--- src/logic/cpu_pkg.sv ---
package cpu_pkg;

  // Data and address word, byte addressed PC
  typedef logic [15:0] word_t;
  typedef logic [3:0] reg_idx_t;

  // Instruction bits 15 to 12; code 7 is a no-op
  typedef enum logic [3:0] {
    OP_ADD = 4'h0,
    OP_SUB = 4'h1,
    OP_XOR = 4'h2,
    OP_AND = 4'h3,
    OP_SLL = 4'h4,
    OP_SRA = 4'h5,
    OP_ROR = 4'h6,
    OP_LW  = 4'h8,
    OP_SW  = 4'h9,
    OP_LLB = 4'hA,
    OP_LHB = 4'hB,
    OP_B   = 4'hC,
    OP_BR  = 4'hD,
    OP_PCS = 4'hE,
    OP_HLT = 4'hF
  } opcode_e;

  // Branch condition, bits 11 to 9 of B and BR
  typedef enum logic [2:0] {
    COND_NE = 3'd0,
    COND_EQ = 3'd1,
    COND_GT = 3'd2,
    COND_LT = 3'd3,
    COND_GE = 3'd4,
    COND_LE = 3'd5,
    COND_OV = 3'd6,
    COND_AL = 3'd7
  } cond_e;

  typedef enum logic [2:0] {
    ALU_ADD, ALU_SUB, ALU_XOR, ALU_AND, ALU_SLL, ALU_SRA, ALU_ROR, ALU_PASS_B
  } alu_op_e;

  typedef enum logic [1:0] {BR_NONE, BR_B, BR_REG} branch_kind_e;
  typedef enum logic [1:0] {WB_ALU, WB_MEM, WB_PC2} wb_sel_e;

  // N, V, Z from high bit to low bit
  typedef struct packed {
    logic n;
    logic v;
    logic z;
  } flags_t;

endpackage
--- src/logic/fetch_stage.sv ---
module fetch_stage #(
  parameter int IMEM_ADDR_W = 8
) (
  input  logic                   clk,
  input  logic                   rst_n,
  input  logic                   imem_we,
  input  logic [IMEM_ADDR_W-1:0] imem_addr,
  input  cpu_pkg::word_t         imem_wdata,
  input  logic                   halt_instr,
  input  logic                   take_branch,
  input  cpu_pkg::word_t         branch_target,
  output cpu_pkg::word_t         instr,
  output cpu_pkg::word_t         pc,
  output cpu_pkg::word_t         pc_plus2,
  output logic                   hlt
);

  // Sticky halt, set on the edge that ends the HLT cycle
  logic halted_q;
  cpu_pkg::word_t pc_next;
  cpu_pkg::word_t imem [2**IMEM_ADDR_W];

  // Program load port, usable at any time
  always_ff @(posedge clk) begin
    if (imem_we) begin
      imem[imem_addr] <= imem_wdata;
    end
  end

  // Asynchronous read at the PC word address
  assign instr = imem[pc[IMEM_ADDR_W:1]];

  assign pc_plus2 = pc + 16'd2;

  // High in the HLT cycle itself, then held by halted_q
  assign hlt = halted_q | halt_instr;

  // Halt first, then branch, then sequential
  always_comb begin
    if (hlt) begin
      pc_next = pc;
    end else if (take_branch) begin
      pc_next = branch_target;
    end else begin
      pc_next = pc_plus2;
    end
  end

  always_ff @(posedge clk) begin
    if (!rst_n) begin
      pc       <= '0;
      halted_q <= 1'b0;
    end else begin
      pc       <= pc_next;
      halted_q <= hlt;
    end
  end

endmodule

--- config.mk ---
export PLATFORM = sky130hd
export DESIGN_NAME = fetch_stage
export DESIGN_NICKNAME = d
export VERILOG_FILES = /design/src/logic/cpu_pkg.sv /design/src/logic/fetch_stage.sv
export SDC_FILE = /design/constraint.sdc
export NUM_CORES = 2
export LEC_CHECK = 0
export BUFFER_PORTS_ARGS = -buffer_cell sky130_fd_sc_hd__buf_4
export CORE_AREA = 10 10 577 579
export CTS_CLUSTER_DIAMETER = 40
export CTS_CLUSTER_SIZE = 28
export DETAILED_ROUTE_END_ITERATION = 7
export DIE_AREA = 0 0 587 589
export PLACE_DENSITY = 0.65
export SYNTH_ARGS = -nofsm -noshare
export SYNTH_HDL_FRONTEND = slang
export SYNTH_SLANG_ARGS = --single-unit
--- constraint.sdc ---
create_clock -name clk -period 7.8 [get_ports clk]
set_input_delay 0.78 -clock clk [delete_from_list [all_inputs] [get_ports clk]]
set_output_delay 0.78 -clock clk [all_outputs]
set_load 0.02 [all_outputs]
==> results.ini <==
[synth]
yosysSeqAreaShare_pct = 77.2
yosysWarningCount = 0
async_flop_share_pct = 0
yosysUniqueCellTypes = 54
synth.largest_area_cell = edfxtp_1
synth-seq-cells = 4121
synth_nets = 7588
synth_edf_count = 4096
synth.avg_cell_area_um2 = 21.2
synth_top_area_share_pct = 76.9
synth.most_common_cell = edfxtp_1
ys_top_cells_by_area = edfxtp_1, mux4_2, mux2i_1
synthFlopType = edfxtp_1
syn-instance-count = 7542
synth_common_cells = edfxtp_1, mux4_2, mux2i_1
synth_area_mm2 = 0.160

[detailed_routing]
top_layer_used = met5
dr_wl_met2_mm = 198
avgRoutedWirePerCell_um = 32.8
drtIter0Drc = 10700
drtAntennaViolNets = 0
vias = 80400
wl_met3_mm = 36.7
drt_wl_total_mm = 419
drtPass1Iterations = 6
met1_length_mm = 166
drt-vias-per-instance = 6.29
drc = 0

[global_routing]
grt_use_total_pct = 23.6
antenna_found_initial = 19
grt_pass1_wl_mm = 595
first_global_vias = 79400
grt_max_degree = 165
grt_overflow = 0

[floorplan]
pin_count = 94
initial_core_util_pct = 49.9
dieWidth_um = 587
die_y_um = 589
coreArea_mm2 = 0.321
row_count = 208
dieArea_mm2 = 0.346

[layout]
regArea_mm2 = 0.124
synthToLayoutAreaGrowth_pct = 14.9
nets = 8084
instances_no_fill = 12800
fill_cells = 23200
layout-drive-gt1-share_pct = 27.4
multiInputGateArea_mm2 = 0.0341

[worst_setup_path]
arrival_ns = 6.47
path_max_fanout = 56
start_kind = flip-flop
required_ns = 7.02
path_class = flip-flop to output port
reg2reg_slack_ns = 5.28
r2r-start = pc[1]
crit_path_end_kind = output port

[cts]
root_buffer = clkbuf_16
cts_buffers = 480
post_cts_resized = 0
cts-hold-fix-buffers = 0
cts_tree = built
cts.sinks = 4121
cts_setup_buffers = 0
clock_path_buffers = 4
clkTransAtPathRegs_ns = 0.05
h-tree-depth = 5
insertion_delay_ns = 0.99

[sta]
setup_viol = 0
hold_violations = 0
worstMarginPinSlew_ns = 1.31
finClkSkew_ns = 0.0285
period_share_pct = 92.9
totalNegativeSetupSlack_ns = 0
relSlewSlack_pct = 12.3
fin_crit_ns = 7.25
rsz0062_at_grt = no
final-max-slew-violation-count = 0
fmax_mhz = 138

[placement]
io_buffers = 93
globalplace.congestion = 0.923
dp_cells = 11900
dpl.hpwl_mm = 239

[run]
maxCapViolCount = 0

[power]
power_density_mw_per_mm2 = 274
peakVddDrop_v = 0.000206
p_leak_nw = 56.9

[outcome]
outcome = finished, final reports clean

[min_path]
hold_path.class = input pin to flip-flop
min_from = branch_target[0]

[stage by stage]
stage / util [%] / hold WS [ns] / setup WS, ns / power, W / instance area [um^2]
floorplan: - / 0.550 / 4.49 / 0.0266 / 160000
global placement: 52.1 / 0.473 / 1.03 / 0.0277 / 167000
detailed placement: 52.1 / 0.488 / 1.78 / 0.0277 / 167000
CTS: 57.3 / 0.0228 / 0.699 / 0.0506 / 184000
global route: 57.3 / 0.0993 / 0.692 / 0.0516 / 184000
finish: 57.3 / 0.0912 / 0.555 / 0.0503 / 184000
[layout make-up]
class | instances | area share [%]
clock inverters | 391 | 2.43
diodes | 8 | 0.0109
well taps | 4305 | 2.93
inverters | 5 | 0.0170
multi-input cells | 2960 | 18.5
flip-flops and latches | 4121 | 67.2
repair buffers | 470 | 2.18
clock buffers | 517 | 6.67
[kinds of logic (layout without fill, tap and decap cells)]
kind of cell	after synthesis	in the layout	synth area share, %
buffers and inverters	461	1383	1.68
flip-flops	4121	4121	77.2
other	0	8	0
AO/OA/AOI/OAI	550	550	2.39
adder cells (fa/ha/maj)	1	1	0.00782
XOR/XNOR	13	13	0.0712
multiplexers	1475	1475	16.1
AND/OR/NAND/NOR	921	921	2.58
[worst max-delay path, cell delays in order (launching register included)]
cell and delay (ns):
dfxtp_4 0.87, nand2b_4 0.70, buf_4 0.48, o22ai_1 0.28, nor3_1 0.16, nor4_1 0.81, buf_4 0.23, o221ai_1 0.19
nor4_2 0.93, and3_1 0.55, buf_4 0.22
[layer usage]
metal	vias to the layer above	track usage, %
met3	773	4.20
li1	32800	-
met1	42800	33.4
met5	-	0
met2	4036	36.9
met4	6	9.24
[worst paths after layout]
path,end,depth (start not counted)
setup / recovery,instr[1],10
hold / removal,pc[0],3
setup reg to reg,pc[13],8
hold reg to reg,pc[0],2
[flip-flops by register name (all words and copies together) (netlist names), named ones only]
signal    flops
imem       4096
halted_q      1
pc           16
[power breakdown]
part / switching [W] / internal [W] / leakage, nW
Sequential: 0.0000444 / 0.0244 / 37.0
Clock: 0.00956 / 0.0135 / 8.05
Combinational: 0.00181 / 0.00103 / 11.8
[cells in the final DEF, fill, tap and decap left out, drive strengths merged, types with 110 or more instances in the layout]
cell type  synthesis  final
buf              258    470
clkbuf           198    517
clkinv             0    178
edfxtp          4096   4096
inv                5    110
mux2i            558    558
mux4             869    869
nand2            120    120
nor2             409    409
nor3             177    177
o221ai           114    114
o22ai            181    181
Power figures use the tool's default switching activity.
