File: config.mk
export PLATFORM = sky130hd
export DESIGN_NAME = execute_stage
export DESIGN_NICKNAME = d
export VERILOG_FILES = /design/src/logic/cpu_pkg.sv /design/src/logic/execute_stage.sv
export SDC_FILE = /design/constraint.sdc
export NUM_CORES = 1
export LEC_CHECK = 0
export ABC_AREA = 0
export BUFFER_PORTS_ARGS = -buffer_cell sky130_fd_sc_hd__buf_2
export CAP_MARGIN = 20
export CORE_MARGIN = 1
export CORE_UTILIZATION = 45
export CTS_BUF_LIST = sky130_fd_sc_hd__clkbuf_4
export DETAILED_ROUTE_END_ITERATION = 10
export GPL_TIMING_DRIVEN = 1
export PLACE_DENSITY_LB_ADDON = 0.05
export SETUP_SLACK_MARGIN = 0.2
export SYNTH_ARGS = -nofsm -noshare
export SYNTH_HDL_FRONTEND = slang
export SYNTH_SLANG_ARGS = --single-unit
File: constraint.sdc
create_clock -name clk -period 8.7 [get_ports clk]
set_clock_uncertainty 0.1 [all_clocks]
set_input_delay 0.87 -clock clk [delete_from_list [all_inputs] [get_ports clk]]
set_output_delay 0.87 -clock clk [all_outputs]
set_load 0.01 [all_outputs]
File: src/logic/cpu_pkg.sv
package cpu_pkg;

  // Data and address word, byte addressed PC
  typedef logic [15:0] word_t;
  typedef logic [3:0] reg_idx_t;

  // Instruction bits 15 to 12; code 7 is a no-op
  typedef enum logic [3:0] {
    OP_ADD = 4'h0,
    OP_SUB = 4'h1,
    OP_XOR = 4'h2,
    OP_AND = 4'h3,
    OP_SLL = 4'h4,
    OP_SRA = 4'h5,
    OP_ROR = 4'h6,
    OP_LW  = 4'h8,
    OP_SW  = 4'h9,
    OP_LLB = 4'hA,
    OP_LHB = 4'hB,
    OP_B   = 4'hC,
    OP_BR  = 4'hD,
    OP_PCS = 4'hE,
    OP_HLT = 4'hF
  } opcode_e;

  // Branch condition, bits 11 to 9 of B and BR
  typedef enum logic [2:0] {
    COND_NE = 3'd0,
    COND_EQ = 3'd1,
    COND_GT = 3'd2,
    COND_LT = 3'd3,
    COND_GE = 3'd4,
    COND_LE = 3'd5,
    COND_OV = 3'd6,
    COND_AL = 3'd7
  } cond_e;

  typedef enum logic [2:0] {
    ALU_ADD, ALU_SUB, ALU_XOR, ALU_AND, ALU_SLL, ALU_SRA, ALU_ROR, ALU_PASS_B
  } alu_op_e;

  typedef enum logic [1:0] {BR_NONE, BR_B, BR_REG} branch_kind_e;
  typedef enum logic [1:0] {WB_ALU, WB_MEM, WB_PC2} wb_sel_e;

  // N, V, Z from high bit to low bit
  typedef struct packed {
    logic n;
    logic v;
    logic z;
  } flags_t;

endpackage
File: src/logic/execute_stage.sv
module execute_stage (
  input  logic                  clk,
  input  logic                  rst_n,
  input  cpu_pkg::word_t        alu_a,
  input  cpu_pkg::word_t        alu_b,
  input  cpu_pkg::alu_op_e      alu_op,
  input  logic                  flag_we,
  input  cpu_pkg::branch_kind_e branch_kind,
  input  cpu_pkg::cond_e        cond,
  input  cpu_pkg::word_t        branch_offset,
  input  cpu_pkg::word_t        rs_data,
  input  cpu_pkg::word_t        pc_plus2,
  output cpu_pkg::word_t        alu_result,
  output logic                  take_branch,
  output cpu_pkg::word_t        branch_target
);

  cpu_pkg::word_t  sum;
  cpu_pkg::word_t  diff;
  logic [31:0]     rot;
  logic [3:0]      shamt;
  logic            v_add;
  logic            v_sub;
  logic            arith;
  logic            cond_met;
  cpu_pkg::flags_t flags_q;
  cpu_pkg::flags_t flags_d;

  assign sum   = alu_a + alu_b;
  assign diff  = alu_a - alu_b;
  assign shamt = alu_b[3:0];

  // Rotate by shifting a doubled copy
  assign rot = {alu_a, alu_a} >> shamt;

  // Signed overflow, operands agree but result sign differs
  assign v_add = (alu_a[15] == alu_b[15]) && (sum[15] != alu_a[15]);
  assign v_sub = (alu_a[15] != alu_b[15]) && (diff[15] != alu_a[15]);

  always_comb begin
    case (alu_op)
      cpu_pkg::ALU_ADD: alu_result = sum;
      cpu_pkg::ALU_SUB: alu_result = diff;
      cpu_pkg::ALU_XOR: alu_result = alu_a ^ alu_b;
      cpu_pkg::ALU_AND: alu_result = alu_a & alu_b;
      cpu_pkg::ALU_SLL: alu_result = alu_a << shamt;
      cpu_pkg::ALU_SRA: alu_result = $signed(alu_a) >>> shamt;
      cpu_pkg::ALU_ROR: alu_result = rot[15:0];
      default: alu_result = alu_b;
    endcase
  end

  // N and V only move on ADD and SUB
  assign arith = (alu_op == cpu_pkg::ALU_ADD) || (alu_op == cpu_pkg::ALU_SUB);

  always_comb begin
    flags_d.n = arith ? alu_result[15] : flags_q.n;
    flags_d.z = (alu_result == '0);
    if (alu_op == cpu_pkg::ALU_ADD) begin
      flags_d.v = v_add;
    end else if (alu_op == cpu_pkg::ALU_SUB) begin
      flags_d.v = v_sub;
    end else begin
      flags_d.v = flags_q.v;
    end
  end

  always_ff @(posedge clk) begin
    if (!rst_n) begin
      flags_q <= '0;
    end else if (flag_we) begin
      flags_q <= flags_d;
    end
  end

  // Condition test against stored flags only
  always_comb begin
    case (cond)
      cpu_pkg::COND_NE: cond_met = ~flags_q.z;
      cpu_pkg::COND_EQ: cond_met = flags_q.z;
      cpu_pkg::COND_GT: cond_met = ~flags_q.z & ~flags_q.n;
      cpu_pkg::COND_LT: cond_met = flags_q.n;
      cpu_pkg::COND_GE: cond_met = flags_q.z | ~flags_q.n;
      cpu_pkg::COND_LE: cond_met = flags_q.n | flags_q.z;
      cpu_pkg::COND_OV: cond_met = flags_q.v;
      default: cond_met = 1'b1;
    endcase
  end

  assign take_branch = (branch_kind != cpu_pkg::BR_NONE) && cond_met;

  // BR jumps to rs, B is PC relative
  assign branch_target = (branch_kind == cpu_pkg::BR_REG) ? rs_data
                                                          : pc_plus2 + branch_offset;

endmodule

==> parameters.txt <==
Parameter                              Value

Run status
  Run status    finished, final reports clean

Drt
  Antenna-violating nets left    0
  1st-pass router iterations    5
  Routed wire length    about 20 mm
  Routed len/inst    21.0 um
  Detail-routed via count per cell    about 6.6
  Vias after detailed routing    about 6.4k
  Total DRC errors in the routed layout    0
  Initial detailed-routing violation count    approximately 570

Layout
  Largest registers in the final layout    flags_q: 3 flops
  Most flop-heavy register    flags_q
  Fraction of final layout cells sized beyond drive strength 1    0.223
  Antenna Diode Count    0
  Layout overhead on the synthesized area    11.0%
  Most common cell after layout, fill and taps aside    sky130_fd_sc_hd__buf_2
  Commonest non-fill, non-tap cells in the layout    sky130_fd_sc_hd__buf_2, sky130_fd_sc_hd__nor2_1, sky130_fd_sc_hd__o21ai_0
  Nets@finish    963
  Cell area after layout    0.00583 mm2
  Flip-flop count of the largest register, all copies and words added    3

Floorplan
  Number of ports placed on the die boundary    about 120
  Width of the chip    110 um
  Vert. Die Dim    roughly 110 um
  Die area    0.0121 mm2
  # rows    39
  Core area    roughly 0.011 mm2
  Starting density of the core    0.462

CTS
  Number of buffers inserted during clock tree synthesis    3
  Post-CTS setup buffer count    0
  Root Driver    sky130_fd_sc_hd__clkbuf_4
  Later-pin clock latency in the skew report    0.24 ns
  Longest Clk Path Bufs    2
  Clk pin slew, worst setup/hold paths    around 0.040 ns
  CTS tree    yes
  Sink Count    3
  Cts hold-fix bufs    0
  CTS-repair resized insts    0
  Number of H-tree branching levels    1

STA
  Aggregate negative setup slack    0 ns
  Least-Margin Pin Slew    about 0.89 ns
  Max Fclk    0.168 GHz
  Final worst path period need    5.95 ns
  Unrepaired setup endpoints after global routing    false
  Worst-case headroom to the max-slew limit    0.405
  Worst hold slack    between 0.3 and 0.4 ns
  Final Hold Viols    0
  Final worst slack    ~2.8 ns
  Period utilisation layout    0.684
  Number of setup violations in the final report    0
  Pins Over Slew Limit    0

Place
  Area of placed instances    0.00579 mm2
  Gp weighted congestion    just under 1
  Post-detail-place hpwl    around 16 mm
  Worst slack after detailed placement    slightly below 3 ns
  Input/output buffers    123

Yosys
  Post-synth EDFFs    0
  Area leader, netlist    sky130_fd_sc_hd__ha_1
  Post-synthesis sequential element count    3
  Main synth FF type    sky130_fd_sc_hd__dfxtp_1
  Netlist cell types    between 70 and 80
  Largest cells by area after synthesis    sky130_fd_sc_hd__ha_1, sky130_fd_sc_hd__mux4_2, sky130_fd_sc_hd__o21ai_0, sky130_fd_sc_hd__nor2_1, sky130_fd_sc_hd__mux2i_1
  Fraction of synthesized cell area taken by the top area cell type    0.114
  Mapped Avg Cell Area    7.06 um2
  Part of the Yosys area used for sequential elements    0.0114
  Number of instances in the synthesized netlist    744
  Share of flip-flops with an asynchronous set or reset after synthesis    0
  Yosys synthesis warning count    0
  Nets in the synthesized netlist    886
  Netlist area before placement    0.00525 mm2

Pwr
  Peak supply drop    a little under 0.00005 V
  Power Dens Cells    roughly 76 mW/mm2
  Static leakage    ~2.6 nW
  Sum of internal, switching and leakage power    about 0.44 mW

GRT
  Antenna violations before repair    0
  Pin count of the biggest net entering global routing    slightly above 60
  Global-route wire length before repair    roughly 30 mm
  Final global-route overflow total    0
  Number of global-route vias before repair    around 5.4k
  Global routing usage summed across all routing layers    0.321

Setup path
  Req. time, crit path    between 7 and 8 ns
  Crit Path Class    input pin to output port
  Maximum fanout count along the critical path    28
  Worst path max stage delay    0.62 ns
  Launching point of the worst reg2reg path    flags_q[2]
  Reg-to-reg endpoint    flags_q[2]
  Cell with the most instances on the worst path    sky130_fd_sc_hd__buf_2
  Launching element of the worst setup path    alu_b[3]
  Data arrival, critical path    roughly 5.0 ns
  Worst-case register-to-register setup slack    around 8 ns
  Capturing element type of the critical path    output port
  Cell type of the slowest stage on the worst timing path    sky130_fd_sc_hd__o41ai_1
  Reg2reg path depth    2
  Type of origin of the critical path    input pin
  Capturing element of the worst setup path    alu_result[15]
  Cells along the critical path    buf_2 > clkinv_1 > ha_1 > o211a_1 > o31a_1 > o21ai_0 > a31oi_1 > o41ai_1 > o211ai_1 > or2_2 > a31o_2 > buf_2

Worst hold path
  Type of the tightest min-delay check    register to register

Job
  Max cap viols    0
-- cell usage after synthesis (all sizes together), types with 4 or more instances --
cell type and count:
a221oi 4, buf 21, o21a 11, or2 10
xor2 12, and3 4, ha 48, clkbuf 33
and2 8, o32a 5, or4b 4, o221ai 6
mux2i 27, o22ai 4, a31o 4, nand2b 6
xnor2 7, inv 41, nor2b 19, o311ai 5
o211ai 9, o31ai 11, nand3b 4, or3 11
a211oi 24, nor4 7, a21oi 46, nor2 77
mux4 25, nand2 58, a211o 5, a21o 9
nor3 23, o21ai 63, mux2 8, o2111ai 5
a31oi 10, nand3 20
-- per-stage QoR --
step / util / std cells
3_3_place_gp: 0.509 / 958
3_5_place_dp: 0.509 / 958
6_report: 0.513 / 963
5_1_grt: 0.513 / 963
4_1_cts: 0.512 / 962
2_1_floorplan: - / 744
-- critical path, delay by kind of cell --
| kind | cells | cell delay, ns |
|---|---|---|
| fa+ha+maj | 1 | 0.59 |
| buf+inv | 3 | 1.11 |
| simple gates | 1 | 0.33 |
| compound gates | 7 | 2.06 |
-- logic make-up after synthesis --
kind of cell               synth area share
DFF                                  0.0114
and+or+nand+nor                       0.241
buffers and inverters                0.0810
xor gates and xnor gates             0.0317
muxes                                 0.177
adders and majority gates             0.126
AOI/OAI and AO/OA                     0.332
-- power breakdown --
group / internal (mW) / switching, mW / total [mW]
sequential: 0.0142 / 0.000222 / 0.0145
combinational: 0.161 / 0.236 / 0.397
clock: 0.0204 / 0.00943 / 0.0299
total: 0.195 / 0.246 / 0.441
-- worst min-delay path by stage --
| stage | startpoint | end | slack, ns | depth (start not counted) |
|---|---|---|---|---|
| floorplan | flags_q[1] | flags_q[1] | 0.34 | 2 |
| global placement | flags_q[1] | flags_q[1] | 0.37 | 2 |
| detailed placement | flags_q[1] | flags_q[1] | 0.38 | 2 |
| CTS | flags_q[1] | flags_q[1] | 0.39 | 2 |
| global route | flags_q[0] | flags_q[0] | 0.45 | 2 |
| finish | flags_q[1] | flags_q[1] | 0.39 | 2 |
-- metal layers --
layer  wire, um  global-route usage  up-vias
met5          0                   0        -
met4        366              0.0686        0
met3       1540              0.0276       32
met2       9510               0.537      338
met1       8840               0.448     3039
li1           -                   -     2982
-- area by class of cell --
cell class	instances	area (um2)
fill	1195	5540
timing repair buffer	126	638
inverter	42	158
clock buffer	4	30.0
tap	143	179
multi-input combinational	645	4760
sequential	3	60.1
No activity file was read; power rests on OpenSTA's default activity.
