**src/logic/cpu_pkg.sv**
```systemverilog
package cpu_pkg;

  // Data and address word, byte addressed PC
  typedef logic [15:0] word_t;
  typedef logic [3:0] reg_idx_t;

  // Instruction bits 15 to 12; code 7 is a no-op
  typedef enum logic [3:0] {
    OP_ADD = 4'h0,
    OP_SUB = 4'h1,
    OP_XOR = 4'h2,
    OP_AND = 4'h3,
    OP_SLL = 4'h4,
    OP_SRA = 4'h5,
    OP_ROR = 4'h6,
    OP_LW  = 4'h8,
    OP_SW  = 4'h9,
    OP_LLB = 4'hA,
    OP_LHB = 4'hB,
    OP_B   = 4'hC,
    OP_BR  = 4'hD,
    OP_PCS = 4'hE,
    OP_HLT = 4'hF
  } opcode_e;

  // Branch condition, bits 11 to 9 of B and BR
  typedef enum logic [2:0] {
    COND_NE = 3'd0,
    COND_EQ = 3'd1,
    COND_GT = 3'd2,
    COND_LT = 3'd3,
    COND_GE = 3'd4,
    COND_LE = 3'd5,
    COND_OV = 3'd6,
    COND_AL = 3'd7
  } cond_e;

  typedef enum logic [2:0] {
    ALU_ADD, ALU_SUB, ALU_XOR, ALU_AND, ALU_SLL, ALU_SRA, ALU_ROR, ALU_PASS_B
  } alu_op_e;

  typedef enum logic [1:0] {BR_NONE, BR_B, BR_REG} branch_kind_e;
  typedef enum logic [1:0] {WB_ALU, WB_MEM, WB_PC2} wb_sel_e;

  // N, V, Z from high bit to low bit
  typedef struct packed {
    logic n;
    logic v;
    logic z;
  } flags_t;

endpackage
```
**src/logic/decode_stage.sv**
```systemverilog
module decode_stage (
  input  logic                  clk,
  input  logic                  rst_n,
  input  cpu_pkg::word_t        instr,
  input  cpu_pkg::word_t        pc_plus2,
  input  logic                  hlt,
  input  cpu_pkg::word_t        wb_data,
  output cpu_pkg::word_t        alu_a,
  output cpu_pkg::word_t        alu_b,
  output cpu_pkg::alu_op_e      alu_op,
  output logic                  flag_we,
  output cpu_pkg::branch_kind_e branch_kind,
  output cpu_pkg::cond_e        cond,
  output cpu_pkg::word_t        branch_offset,
  output cpu_pkg::word_t        rs_data,
  output cpu_pkg::word_t        store_data,
  output logic                  mem_read,
  output logic                  mem_write,
  output cpu_pkg::wb_sel_e      wb_sel,
  output cpu_pkg::reg_idx_t     rd,
  output logic                  reg_we,
  output logic                  halt_instr
);

  cpu_pkg::opcode_e  opcode;
  cpu_pkg::reg_idx_t rs;
  cpu_pkg::reg_idx_t rt;
  cpu_pkg::reg_idx_t src1;
  cpu_pkg::reg_idx_t src2;
  cpu_pkg::word_t    src1_data;
  cpu_pkg::word_t    src2_data;
  cpu_pkg::word_t    imm_mem;
  cpu_pkg::word_t    imm_shift;
  logic [7:0]        imm8;
  logic              writes_reg;
  logic              writes_flags;
  logic              is_store;
  cpu_pkg::word_t    regs [16];

  // Instruction fields
  assign opcode = cpu_pkg::opcode_e'(instr[15:12]);
  assign rd     = instr[11:8];
  assign rs     = instr[7:4];
  assign rt     = instr[3:0];
  assign imm8   = instr[7:0];
  assign cond   = cpu_pkg::cond_e'(instr[11:9]);

  // Immediates, offsets scaled to bytes
  assign branch_offset = {{6{instr[8]}}, instr[8:0], 1'b0};
  assign imm_mem       = {{11{instr[3]}}, instr[3:0], 1'b0};
  assign imm_shift     = {12'h000, instr[3:0]};

  // LLB and LHB modify rd in place; SW stores rd
  assign src1 = (opcode == cpu_pkg::OP_LLB || opcode == cpu_pkg::OP_LHB) ? rd : rs;
  assign src2 = (opcode == cpu_pkg::OP_SW) ? rd : rt;

  // r0 reads as zero
  assign src1_data = (src1 == 4'd0) ? '0 : regs[src1];
  assign src2_data = (src2 == 4'd0) ? '0 : regs[src2];

  assign alu_a      = src1_data;
  assign rs_data    = src1_data;
  assign store_data = src2_data;

  always_comb begin
    alu_b        = src2_data;
    alu_op       = cpu_pkg::ALU_ADD;
    writes_reg   = 1'b0;
    writes_flags = 1'b0;
    is_store     = 1'b0;
    mem_read     = 1'b0;
    branch_kind  = cpu_pkg::BR_NONE;
    wb_sel       = cpu_pkg::WB_ALU;
    halt_instr   = 1'b0;
    case (opcode)
      cpu_pkg::OP_ADD, cpu_pkg::OP_SUB, cpu_pkg::OP_XOR, cpu_pkg::OP_AND: begin
        alu_op       = cpu_pkg::alu_op_e'(instr[14:12]);
        writes_reg   = 1'b1;
        writes_flags = 1'b1;
      end
      // Shift amount is the raw imm4
      cpu_pkg::OP_SLL, cpu_pkg::OP_SRA, cpu_pkg::OP_ROR: begin
        alu_op       = cpu_pkg::alu_op_e'(instr[14:12]);
        alu_b        = imm_shift;
        writes_reg   = 1'b1;
        writes_flags = 1'b1;
      end
      cpu_pkg::OP_LW: begin
        alu_b      = imm_mem;
        mem_read   = 1'b1;
        writes_reg = 1'b1;
        wb_sel     = cpu_pkg::WB_MEM;
      end
      cpu_pkg::OP_SW: begin
        alu_b    = imm_mem;
        is_store = 1'b1;
      end
      // Byte merge done here, ALU passes it on
      cpu_pkg::OP_LLB: begin
        alu_op     = cpu_pkg::ALU_PASS_B;
        alu_b      = {src1_data[15:8], imm8};
        writes_reg = 1'b1;
      end
      cpu_pkg::OP_LHB: begin
        alu_op     = cpu_pkg::ALU_PASS_B;
        alu_b      = {imm8, src1_data[7:0]};
        writes_reg = 1'b1;
      end
      cpu_pkg::OP_B: branch_kind = cpu_pkg::BR_B;
      cpu_pkg::OP_BR: branch_kind = cpu_pkg::BR_REG;
      // PC+2 also goes through the ALU unchanged
      cpu_pkg::OP_PCS: begin
        alu_op     = cpu_pkg::ALU_PASS_B;
        alu_b      = pc_plus2;
        writes_reg = 1'b1;
        wb_sel     = cpu_pkg::WB_PC2;
      end
      cpu_pkg::OP_HLT: halt_instr = 1'b1;
      default: ;
    endcase
  end

  // No writes in reset or once halted; r0 never written
  assign reg_we    = writes_reg & (rd != 4'd0) & ~hlt & rst_n;
  assign mem_write = is_store & ~hlt & rst_n;
  assign flag_we   = writes_flags & ~hlt & rst_n;

  always_ff @(posedge clk) begin
    if (!rst_n) begin
      for (int i = 0; i < 16; i++) begin
        regs[i] <= '0;
      end
    end else if (reg_we) begin
      regs[rd] <= wb_data;
    end
  end

endmodule

```
**config.mk**
```make
export PLATFORM = sky130hd
export DESIGN_NAME = decode_stage
export DESIGN_NICKNAME = d
export VERILOG_FILES = /design/src/logic/cpu_pkg.sv /design/src/logic/decode_stage.sv
export SDC_FILE = /design/constraint.sdc
export NUM_CORES = 1
export LEC_CHECK = 0
export BUFFER_PORTS_ARGS = -buffer_cell sky130_fd_sc_hd__buf_2
export CAP_MARGIN = 20
export CORE_MARGIN = 4
export CORE_UTILIZATION = 55
export DETAILED_ROUTE_END_ITERATION = 12
export GPL_TIMING_DRIVEN = 1
export PLACE_DENSITY = 0.78
export SYNTH_ARGS = -nofsm -noshare
export SYNTH_HDL_FRONTEND = slang
export SYNTH_SLANG_ARGS = --single-unit
```
**constraint.sdc**
```tcl
create_clock -name clk -period 3.1 [get_ports clk]
set_input_delay 0.155 -clock clk [delete_from_list [all_inputs] [get_ports clk]]
set_output_delay 0.155 -clock clk [all_outputs]
set_load 0.005 [all_outputs]
```
==> impl_results.md <==
- All-Layer GR Usage: 32.9%
- CTS Buf Count: 25
- Max_cap viols: 0
- Final Non-Filler Cells: 1855
- Slowest cell on crit path: and4bb_4
- EDFF count, synth: 240
- Adder-Cell Fraction of Synth Area: 0%
- Worst Max-Slew Pin Slew: 0.719 ns
- Vias after detailed routing: 12200
- DR vias/cell: 6.56
- Synth Cell Area: roughly 15000 µm²
- Port Buffers: 148
- Worst-path maximum fanout: 34
- Slew headroom: 50.8%
- Data arrival time of the worst path: 2.92 ns
- Post-synthesis compound-gate area fraction: between 10% and 20%
- DIE HEIGHT: 171 µm
- Setup violators final: 0
- HP Start: wb_data[10]
- Routability-driven placement congestion ratio: 0.947
- CP cell instances: buf_2 -> and4bb_4 -> mux2_4 -> buf_12 -> mux2i_1 -> a32oi_1 -> and4_1 -> nor2_1 -> a21oi_1 -> buf_2
- Commonest non-fill, non-tap cell in the layout: and2_1
- Register Area: 7210 µm²
- Sequential share of the synthesized area: 49.1%
- Place WS: 0.120 ns
- Vias in the first global route: between 10000 and 15000
- Most used cell, CP: buf_2
- Setup ws final: 0.0295 ns
- Power density over the cells: 506 nW/µm²
- Max VDD drop: 0.402 mV
- Max Root-Sink Buffers: 3
- Clock transition at path regs: 0.07 ns
- Initial Util: 56.2%
- Drc violations: 0
- Num ports: 150
- Async S/R FF share, synth: 0%
- Cells after Synth: 1372
- Pin count of the biggest net entering global routing: between 40 and 50
- WS Path Type: in2out
- Post-synthesis simple-gate area fraction: between 20% and 30%
- Layout filler cell count: just over 2000
- Maximum clock rate: roughly 330 MHz
- # H-tree levels: 1
- Hold Path Class: in2reg
- Synth Area per Inst: 10.7 µm²
- Synth-to-Final Area Change: 13.6%
- Final period utilization: between 90 and 100%
- Worst stage delay on the critical path: 0.57 ns
- Floorplan row count: between 50 and 60
- Max reg flops: 240
- CTS hold repair buffers: 0
- Area of the multi-input gates: 6640 µm²
- Drt wl/cell: 26.8 µm
- Grt total ovfl: 0
- Pre-antenna DRT Iters: 6
- Syn Nets: 1423
- Clk sinks: 240
- First-pass GRT wire length: 72500 µm
- Final net count: 1553
- Most frequent cells in the layout: 241 x and2_1, 240 x edfxtp_1, 167 x nand2_1
- Critical Path End Type: output pin
- Largest regs: regs: 240 flops
- Layout cells sized above 1: 23.4%
- Setup TNS: 0 ns
- Status: complete, no violations
- Tmin final: 3.07 ns
- CTS tree: yes
- Placeable Area: between 20000 and 30000 µm²
- Predominant post-synthesis flop cell: edfxtp_1
- Combinational family with the most area after synthesis: simple AND/OR/NAND/NOR gates
- Initial antenna violation count: 1
- Buffer and inverter count on the worst path: 3
- Mux contribution to synthesized area: about 11%
- RSZ-0062 raised after global routing: false
- Clk root buf: clkbuf_16
- Placed insts: 1806
- Synthesized flop and latch total: 240
- DRT iter0 DRCs: 1821
- Crit path from: instr[14]
- DIE AREA: between 20000 and 30000 µm²
- Detailed placer's ending HPWL: approximately 37000 µm
- Reg with most FFs: regs
- Final Power: 8450 µW
- Post-Synth XOR/XNOR Area: 0%
- Synth Warn #: 0
- CP Launch Type: input port
- Pins Over Slew Limit: 0
- P_leak: around 0.0065 µW
- Final Hold Fails: 0
- Required time worst endpoint: 2.94 ns
- Die Span X: 171 µm
- CP delay by family, top: simple AND/OR/NAND/NOR gates
- Cell variety after synth: 67
- Final ANT Viol Nets: 0
- DRT Wirelength: around 50000 µm
-- final timing paths --
kind	depth (start not counted)	endpoint	slack, ns
hold / removal	2	regs[8][10]	0.11
setup / recovery	10	alu_b[4]	0.03
-- through the flow --
step / cell area [µm²] / util [%] / hold WS [ns]
global route: 16700 / 63.9 / 0.127
detailed placement: 15800 / 60.6 / 0.583
floorplan: 14700 / - / 0.353
CTS: 16600 / 63.7 / 0.0980
finish: 16700 / 63.9 / 0.111
global placement: 15800 / 60.6 / 0.584
-- cell usage after synthesis, types with 11 or more instances --
cell type	n	area [µm²]
nor2_1	47	176
nand3_1	24	120
clkbuf_1	57	214
nor3_1	13	65.1
a221oi_1	21	184
edfxtp_1	240	7210
buf_6	13	146
a221o_1	12	120
o21ai_0	32	160
a32oi_1	25	219
mux2i_1	95	951
o22ai_1	14	87.6
a21oi_1	84	420
nand2_1	167	627
mux2_2	19	214
buf_2	28	140
buf_4	49	368
and2_1	241	1510
nand2b_1	11	68.8
a22oi_1	37	278
-- where the power goes --
| part | internal [µW] | total [µW] | switching, µW |
|---|---|---|---|
| registers | 3760 | 3890 | 131 |
| clock network | 1730 | 3000 | 1270 |
| logic | 588 | 1570 | 978 |
| total | 6080 | 8450 | 2380 |
-- logic make-up (layout without fill, tap and decap cells) --
kind of cell,after synthesis,after routing
compound gates,278,278
buf+inv,155,301
flops,240,240
mux,139,140
other cells,1,2
simple gates,559,559
-- repair_timing --
action / 4_1_cts / 5_1_grt
resized for setup: 0 / 1
setup buffers: 0 / 3
endpoints found under the setup margin: 0 / 2
-- layout make-up --
class | count | share of cell area, %
well taps | 335 | 2.51
flip-flops and latches | 240 | 43.2
multi-input cells | 978 | 39.8
repair buffers | 252 | 9.64
inverters | 5 | 0.112
diodes | 1 | 0.0150
clock inverters | 13 | 0.885
clock buffers | 31 | 3.88
-- routing by layer --
| metal | track usage, % | wire length, µm |
|---|---|---|
| met1 | 45.7 | 19100 |
| met2 | 51.0 | 21800 |
| met4 | 9.13 | 1480 |
| met3 | 9.74 | 7250 |
| met5 | 0 | 0 |
Power figures use the tool's default switching activity.
