<file path="src/logic/cpu_pkg.sv">
package cpu_pkg;

  // Data and address word, byte addressed PC
  typedef logic [15:0] word_t;
  typedef logic [3:0] reg_idx_t;

  // Instruction bits 15 to 12; code 7 is a no-op
  typedef enum logic [3:0] {
    OP_ADD = 4'h0,
    OP_SUB = 4'h1,
    OP_XOR = 4'h2,
    OP_AND = 4'h3,
    OP_SLL = 4'h4,
    OP_SRA = 4'h5,
    OP_ROR = 4'h6,
    OP_LW  = 4'h8,
    OP_SW  = 4'h9,
    OP_LLB = 4'hA,
    OP_LHB = 4'hB,
    OP_B   = 4'hC,
    OP_BR  = 4'hD,
    OP_PCS = 4'hE,
    OP_HLT = 4'hF
  } opcode_e;

  // Branch condition, bits 11 to 9 of B and BR
  typedef enum logic [2:0] {
    COND_NE = 3'd0,
    COND_EQ = 3'd1,
    COND_GT = 3'd2,
    COND_LT = 3'd3,
    COND_GE = 3'd4,
    COND_LE = 3'd5,
    COND_OV = 3'd6,
    COND_AL = 3'd7
  } cond_e;

  typedef enum logic [2:0] {
    ALU_ADD, ALU_SUB, ALU_XOR, ALU_AND, ALU_SLL, ALU_SRA, ALU_ROR, ALU_PASS_B
  } alu_op_e;

  typedef enum logic [1:0] {BR_NONE, BR_B, BR_REG} branch_kind_e;
  typedef enum logic [1:0] {WB_ALU, WB_MEM, WB_PC2} wb_sel_e;

  // N, V, Z from high bit to low bit
  typedef struct packed {
    logic n;
    logic v;
    logic z;
  } flags_t;

endpackage
</file>
<file path="src/logic/memory_stage.sv">
module memory_stage #(
  parameter int DMEM_ADDR_W = 8
) (
  input  logic             clk,
  input  logic             mem_read,
  input  logic             mem_write,
  input  cpu_pkg::word_t   alu_result,
  input  cpu_pkg::word_t   store_data,
  input  cpu_pkg::wb_sel_e wb_sel,
  input  cpu_pkg::word_t   pc_plus2,
  output cpu_pkg::word_t   wb_data
);

  cpu_pkg::word_t         dmem [2**DMEM_ADDR_W];
  logic [DMEM_ADDR_W-1:0] word_addr;
  cpu_pkg::word_t         load_data;

  // Byte address to word index
  assign word_addr = alu_result[DMEM_ADDR_W:1];

  always_ff @(posedge clk) begin
    if (mem_write) begin
      dmem[word_addr] <= store_data;
    end
  end

  // Asynchronous read, zero when not a load
  assign load_data = mem_read ? dmem[word_addr] : '0;

  // Write-back select
  always_comb begin
    case (wb_sel)
      cpu_pkg::WB_MEM: wb_data = load_data;
      cpu_pkg::WB_PC2: wb_data = pc_plus2;
      default: wb_data = alu_result;
    endcase
  end

endmodule

</file>
<file path="config.mk">
export PLATFORM = sky130hd
export DESIGN_NAME = memory_stage
export DESIGN_NICKNAME = d
export VERILOG_FILES = /design/src/logic/cpu_pkg.sv /design/src/logic/memory_stage.sv
export SDC_FILE = /design/constraint.sdc
export NUM_CORES = 2
export LEC_CHECK = 0
export BUFFER_PORTS_ARGS = -buffer_cell sky130_fd_sc_hd__buf_4
export CORE_MARGIN = 5
export CORE_UTILIZATION = 50
export CTS_CLUSTER_SIZE = 20
export DETAILED_ROUTE_END_ITERATION = 8
export GPL_TIMING_DRIVEN = 1
export PLACE_DENSITY = 0.65
export SLEW_MARGIN = 20
export SYNTH_ARGS = -nofsm -noshare
export SYNTH_HDL_FRONTEND = slang
export SYNTH_SLANG_ARGS = --single-unit
</file>
<file path="constraint.sdc">
create_clock -name clk -period 4.35 [get_ports clk]
set_clock_uncertainty 0.05 [all_clocks]
set_input_delay 0.2175 -clock clk [delete_from_list [all_inputs] [get_ports clk]]
set_output_delay 0.2175 -clock clk [all_outputs]
set_load 0.005 [all_outputs]
</file>
==> results_tabular.tex <==
\begin{tabular}{lr}
\hline
Metric & Value \\
\hline
\multicolumn{2}{l}{\textbf{Yosys}} \\
\quad Most area-consuming cells after synthesis & sky130\_fd\_sc\_hd\_\_edfxtp\_1, sky130\_fd\_sc\_hd\_\_mux4\_2, sky130\_fd\_sc\_hd\_\_mux2i\_1 \\
\quad Async SR Flop Fraction & 0 \\
\quad Ys flop type & sky130\_fd\_sc\_hd\_\_edfxtp\_1 \\
\quad Library cell with the largest summed area after synthesis & sky130\_fd\_sc\_hd\_\_edfxtp\_1 \\
\quad Number of synthesized register bits & 4096 \\
\quad Count of warnings emitted by yosys & 0 \\
\quad Sequential element share of the synthesized area & 0.784 \\
\quad Netlist area before placement & about 160000 sq um \\
\quad Syn Inst Count & $\sim$7.3k \\
\quad Area share of the largest cell type after synthesis & 0.784 \\
\quad Post-synth net total & between 7k and 8k \\
\quad Syn Area/Cell & 21.6 sq um \\
\quad Distinct cell type count of the synthesized netlist & 57 \\
\quad Number of enable flip-flop cells after synthesis & 4096 \\
\multicolumn{2}{l}{\textbf{Floorplan}} \\
\quad Floorplan die width & around 570 um \\
\quad Die area & 325000 sq um \\
\quad Core area & 312000 sq um \\
\quad Die H & $\sim$570 um \\
\quad Effective utilization at floorplan & 0.503 \\
\quad Placement Rows & 205 \\
\quad Boundary Pins & 69 \\
\multicolumn{2}{l}{\textbf{Route}} \\
\quad Uppermost metal layer occupied by signal nets & met5 \\
\quad Drt first pass iters & 6 \\
\quad M1 wire length & 163000 um \\
\quad Vias after detailed routing & around 80k \\
\quad Average detailed-routed wire length per instance & approximately 33 um \\
\quad Detail Route met2 WL & 192000 um \\
\quad Via density per instance & 6.41 \\
\quad Initial drt markers & 11.0k \\
\quad Sum of met3 wire segment lengths after detailed routing & slightly above 40000 um \\
\quad Routed WL & a little over 400000 um \\
\quad DRC errors left & 0 \\
\quad Final ANT Viol Nets & 0 \\
\multicolumn{2}{l}{\textbf{Critical path}} \\
\quad Maximum fanout count along the critical path & 1 \\
\quad WS Path Type & flop to output port \\
\quad Startpoint kind of the worst setup timing path & flop \\
\quad Cell repeated most along the worst path & sky130\_fd\_sc\_hd\_\_buf\_4 \\
\quad Sort of element at the end of the critical path & output port \\
\quad CP max stage cell & sky130\_fd\_sc\_hd\_\_o41ai\_2 \\
\quad Worst EP required & between 4 and 5 ns \\
\quad Worst setup path startpoint & dmem[218][5] \\
\quad Delay of the slowest cell on the worst path & 0.73 ns \\
\quad Worst path cell trace & mux4\_2 -> o21ai\_0 -> nand4\_1 -> o41ai\_2 -> buf\_4 -> nand3\_1 -> buf\_4 \\
\quad Arrival time of data at the critical path endpoint & 4.10 ns \\
\multicolumn{2}{l}{\textbf{Timing}} \\
\quad Peak clock frequency supported by timing & 229 MHz \\
\quad Fin. Hold Viols & 0 \\
\quad Final number of setup-violating endpoints & 1 \\
\quad Final-report max-slew violation count & 0 \\
\quad Time the worst path needs with I/O delays and setup & $\sim$4.4 ns \\
\quad Share of the cycle needed by the critical path after routing & 1.00 \\
\quad Worst-case setup margin in the final layout & -0.0129 ns \\
\quad Relative slew slack & 0.113 \\
\quad Setup repair after global routing missed its margin & false \\
\quad Slew at the pin with the worst max-slew slack & between 1 and 1.5 ns \\
\quad Total negative slack for setup checks & -0.0129 ns \\
\quad Tightest hold margin & approximately 0.084 ns \\
\multicolumn{2}{l}{\textbf{Layout}} \\
\quad Number of flip-flops under the largest register name & 4096 \\
\quad Largest reg by FF count & dmem \\
\quad Final core occ & 0.577 \\
\quad Total area of sequential cells & between 100000 and 150000 sq um \\
\quad Layout fillers & about 22k \\
\quad Share of layout cells above drive strength 1 & 0.269 \\
\quad Largest registers in the final layout & dmem: 4096 flops \\
\quad Area occupied by multi-input gates & 32300 sq um \\
\quad Final Cell Area & between 150000 and 200000 sq um \\
\quad Area added between synthesis and finish & 14.7\% \\
\quad Post-layout net count & 8017 \\
\multicolumn{2}{l}{\textbf{Power and ir drop}} \\
\quad Proportion of power drawn by flip-flops and latches & 0.534 \\
\quad Clock power frac & 0.417 \\
\quad Internal cell power & around 64000 uW \\
\quad Switching portion of total power & 0.213 \\
\quad Switching Power & 17400 uW \\
\quad Power per standard cell area & about 450 nW/um\^{}2 \\
\quad Part of the power in combinational logic & 0.049 \\
\quad Worst IR drop on VDD & 0.360 mV \\
\quad Static leakage power & 0.0577 uW \\
\multicolumn{2}{l}{\textbf{Flow run}} \\
\quad Number of maximum-capacitance constraint violations & 0 \\
\multicolumn{2}{l}{\textbf{Global route}} \\
\quad Pin count of the biggest net entering global routing & 164 \\
\quad Antenna violations before repair & 20 \\
\quad Global-route usage over all layers & 0.251 \\
\quad Vias in the first global route & 78.2k \\
\quad Overflow left after global routing & 0 \\
\quad Global-route wire length before repair & 586000 um \\
\multicolumn{2}{l}{\textbf{Placement}} \\
\quad Buffers on Ports & 68 \\
\quad Total placed instance area & 167000 sq um \\
\quad Final estimated routing congestion in global placement & 0.884 \\
\quad Detailed placer's ending HPWL & 252000 um \\
\multicolumn{2}{l}{\textbf{Clocking}} \\
\quad Root Buffer Master & sky130\_fd\_sc\_hd\_\_clkbuf\_16 \\
\quad Max Buffers Root-to-Sink & 4 \\
\quad Total number of clock tree sinks & 4096 \\
\quad CTS H-Tree Depth & 5 \\
\quad CTS tree & done \\
\quad CTS clk-pin slew, worst paths & 0.06 ns \\
\quad Clock buffers created by TritonCTS & 406 \\
\multicolumn{2}{l}{\textbf{Min path}} \\
\quad Startpoint of the tightest hold check path & alu\_result[7] \\
\quad Hold/Removal Path Class & input pin to flop \\
\multicolumn{2}{l}{\textbf{Run status}} \\
\quad Result of the run & finished with violations \\
\quad Failing checks & setup timing \\
\hline
\end{tabular}
==> critical path: cells and delay by family (launching register included) <==
family | cells | cell delay (ns)
buffers and inverters | 2 | 0.45
flip-flops | 1 | 0.37
multiplexers | 1 | 0.50
AND/OR/NAND/NOR | 2 | 0.60
AO/OA/AOI/OAI | 2 | 1.23
==> kinds of logic (layout without fill, tap and decap cells) <==
family	Yosys count	count (layout)	share of synthesized area
fa+ha+maj	2	2	0.000159
simple gates	620	620	0.0188
compound gates	759	759	0.0351
mux	1322	1322	0.148
flops	4096	4096	0.784
other cells	0	9	0
buf+inv	477	1507	0.0140
==> stage by stage <==
| stage | setup WS [ns] | total power [uW] | instances |
|---|---|---|---|
| 2_1_floorplan | 0.908 | 46200 | 7276 |
| 3_3_place_gp | -0.287 | 48200 | 11700 |
| 3_5_place_dp | -0.287 | 48300 | 11700 |
| 4_1_cts | 0.0149 | 82000 | 12400 |
| 5_1_grt | 0.000286 | 83900 | 12400 |
| 6_report | -0.0129 | 81600 | 12500 |
==> path summary, 6_finish.rpt <==
path	slack, ns	cells past startpoint	endpoint
worst max-delay path	-0.01	7	wb_data[5]
worst min-delay path	0.08	4	dmem[242][11]
==> what timing repair did <==
| item | 4_1_cts | 5_1_grt |
|---|---|---|
| hold endpoints to repair | 1549 | 78 |
| hold buffers | 16 | 1 |
| setup endpoints to repair | 7 | 7 |
| setup buffers | 0 | 0 |
| gates resized for setup | 12 | 7 |
==> synthesized netlist by cell type (all sizes together) (16+ instances only) <==
cell type,number
o21ai,62
o41ai,29
buf,243
nor2,260
a221oi,107
o22ai,133
nand2,64
a21oi,53
and3,31
edfxtp,4096
o211ai,16
clkbuf,215
a22oi,183
a31oi,75
nand4,20
mux2,32
nand3,103
mux2i,489
a211oi,16
nor3,68
mux4,801
inv,19
a22o,31
==> power groups by stage <==
stage	registers (uW)	clock network (uW)	logic (uW)
after floorplan	44400	0	1880
after global placement	44400	0	3880
after detailed placement	44400	0	3950
after CTS	43500	34500	3980
after global routing	43500	36200	4160
final	43500	34100	4000
==> routing by layer <==
layer  up-vias  GRT usage
met3       709     0.0495
met5         -          0
met4        10     0.0826
li1      32300          -
met2      4426      0.385
met1     42400      0.366
==> cell usage in the layout (no fill, tap or decap), types with 20 or more instances in the layout <==
cell,count
sky130_fd_sc_hd__mux4_2,801
sky130_fd_sc_hd__nor2_1,237
sky130_fd_sc_hd__buf_12,70
sky130_fd_sc_hd__nor3_1,25
sky130_fd_sc_hd__o21ai_0,62
sky130_fd_sc_hd__bufinv_16,33
sky130_fd_sc_hd__mux2_2,32
sky130_fd_sc_hd__a21oi_1,53
sky130_fd_sc_hd__and3_1,31
sky130_fd_sc_hd__clkbuf_1,86
sky130_fd_sc_hd__clkbuf_16,410
sky130_fd_sc_hd__a31oi_1,75
sky130_fd_sc_hd__clkinv_1,94
sky130_fd_sc_hd__nand4_1,20
sky130_fd_sc_hd__o22ai_1,132
sky130_fd_sc_hd__a22o_1,31
sky130_fd_sc_hd__nor2_2,22
sky130_fd_sc_hd__o41ai_1,22
sky130_fd_sc_hd__edfxtp_1,4096
sky130_fd_sc_hd__buf_4,628
sky130_fd_sc_hd__a22oi_1,183
sky130_fd_sc_hd__mux2i_1,488
sky130_fd_sc_hd__nand3_1,93
sky130_fd_sc_hd__nor3_2,43
sky130_fd_sc_hd__nand2_1,64
sky130_fd_sc_hd__clkinv_2,93
sky130_fd_sc_hd__a221oi_1,103
==> cell type report <==
type                    count  share of cell area
clock inverters           256              0.0130
clock buffers             496              0.0588
repair buffers            736              0.0368
inverters                  19            0.000396
flip-flops and latches   4096               0.683
diodes                      9            0.000125
well taps                4140              0.0288
multi-input cells        2703               0.179
No activity file was read; power rests on OpenSTA's default activity.
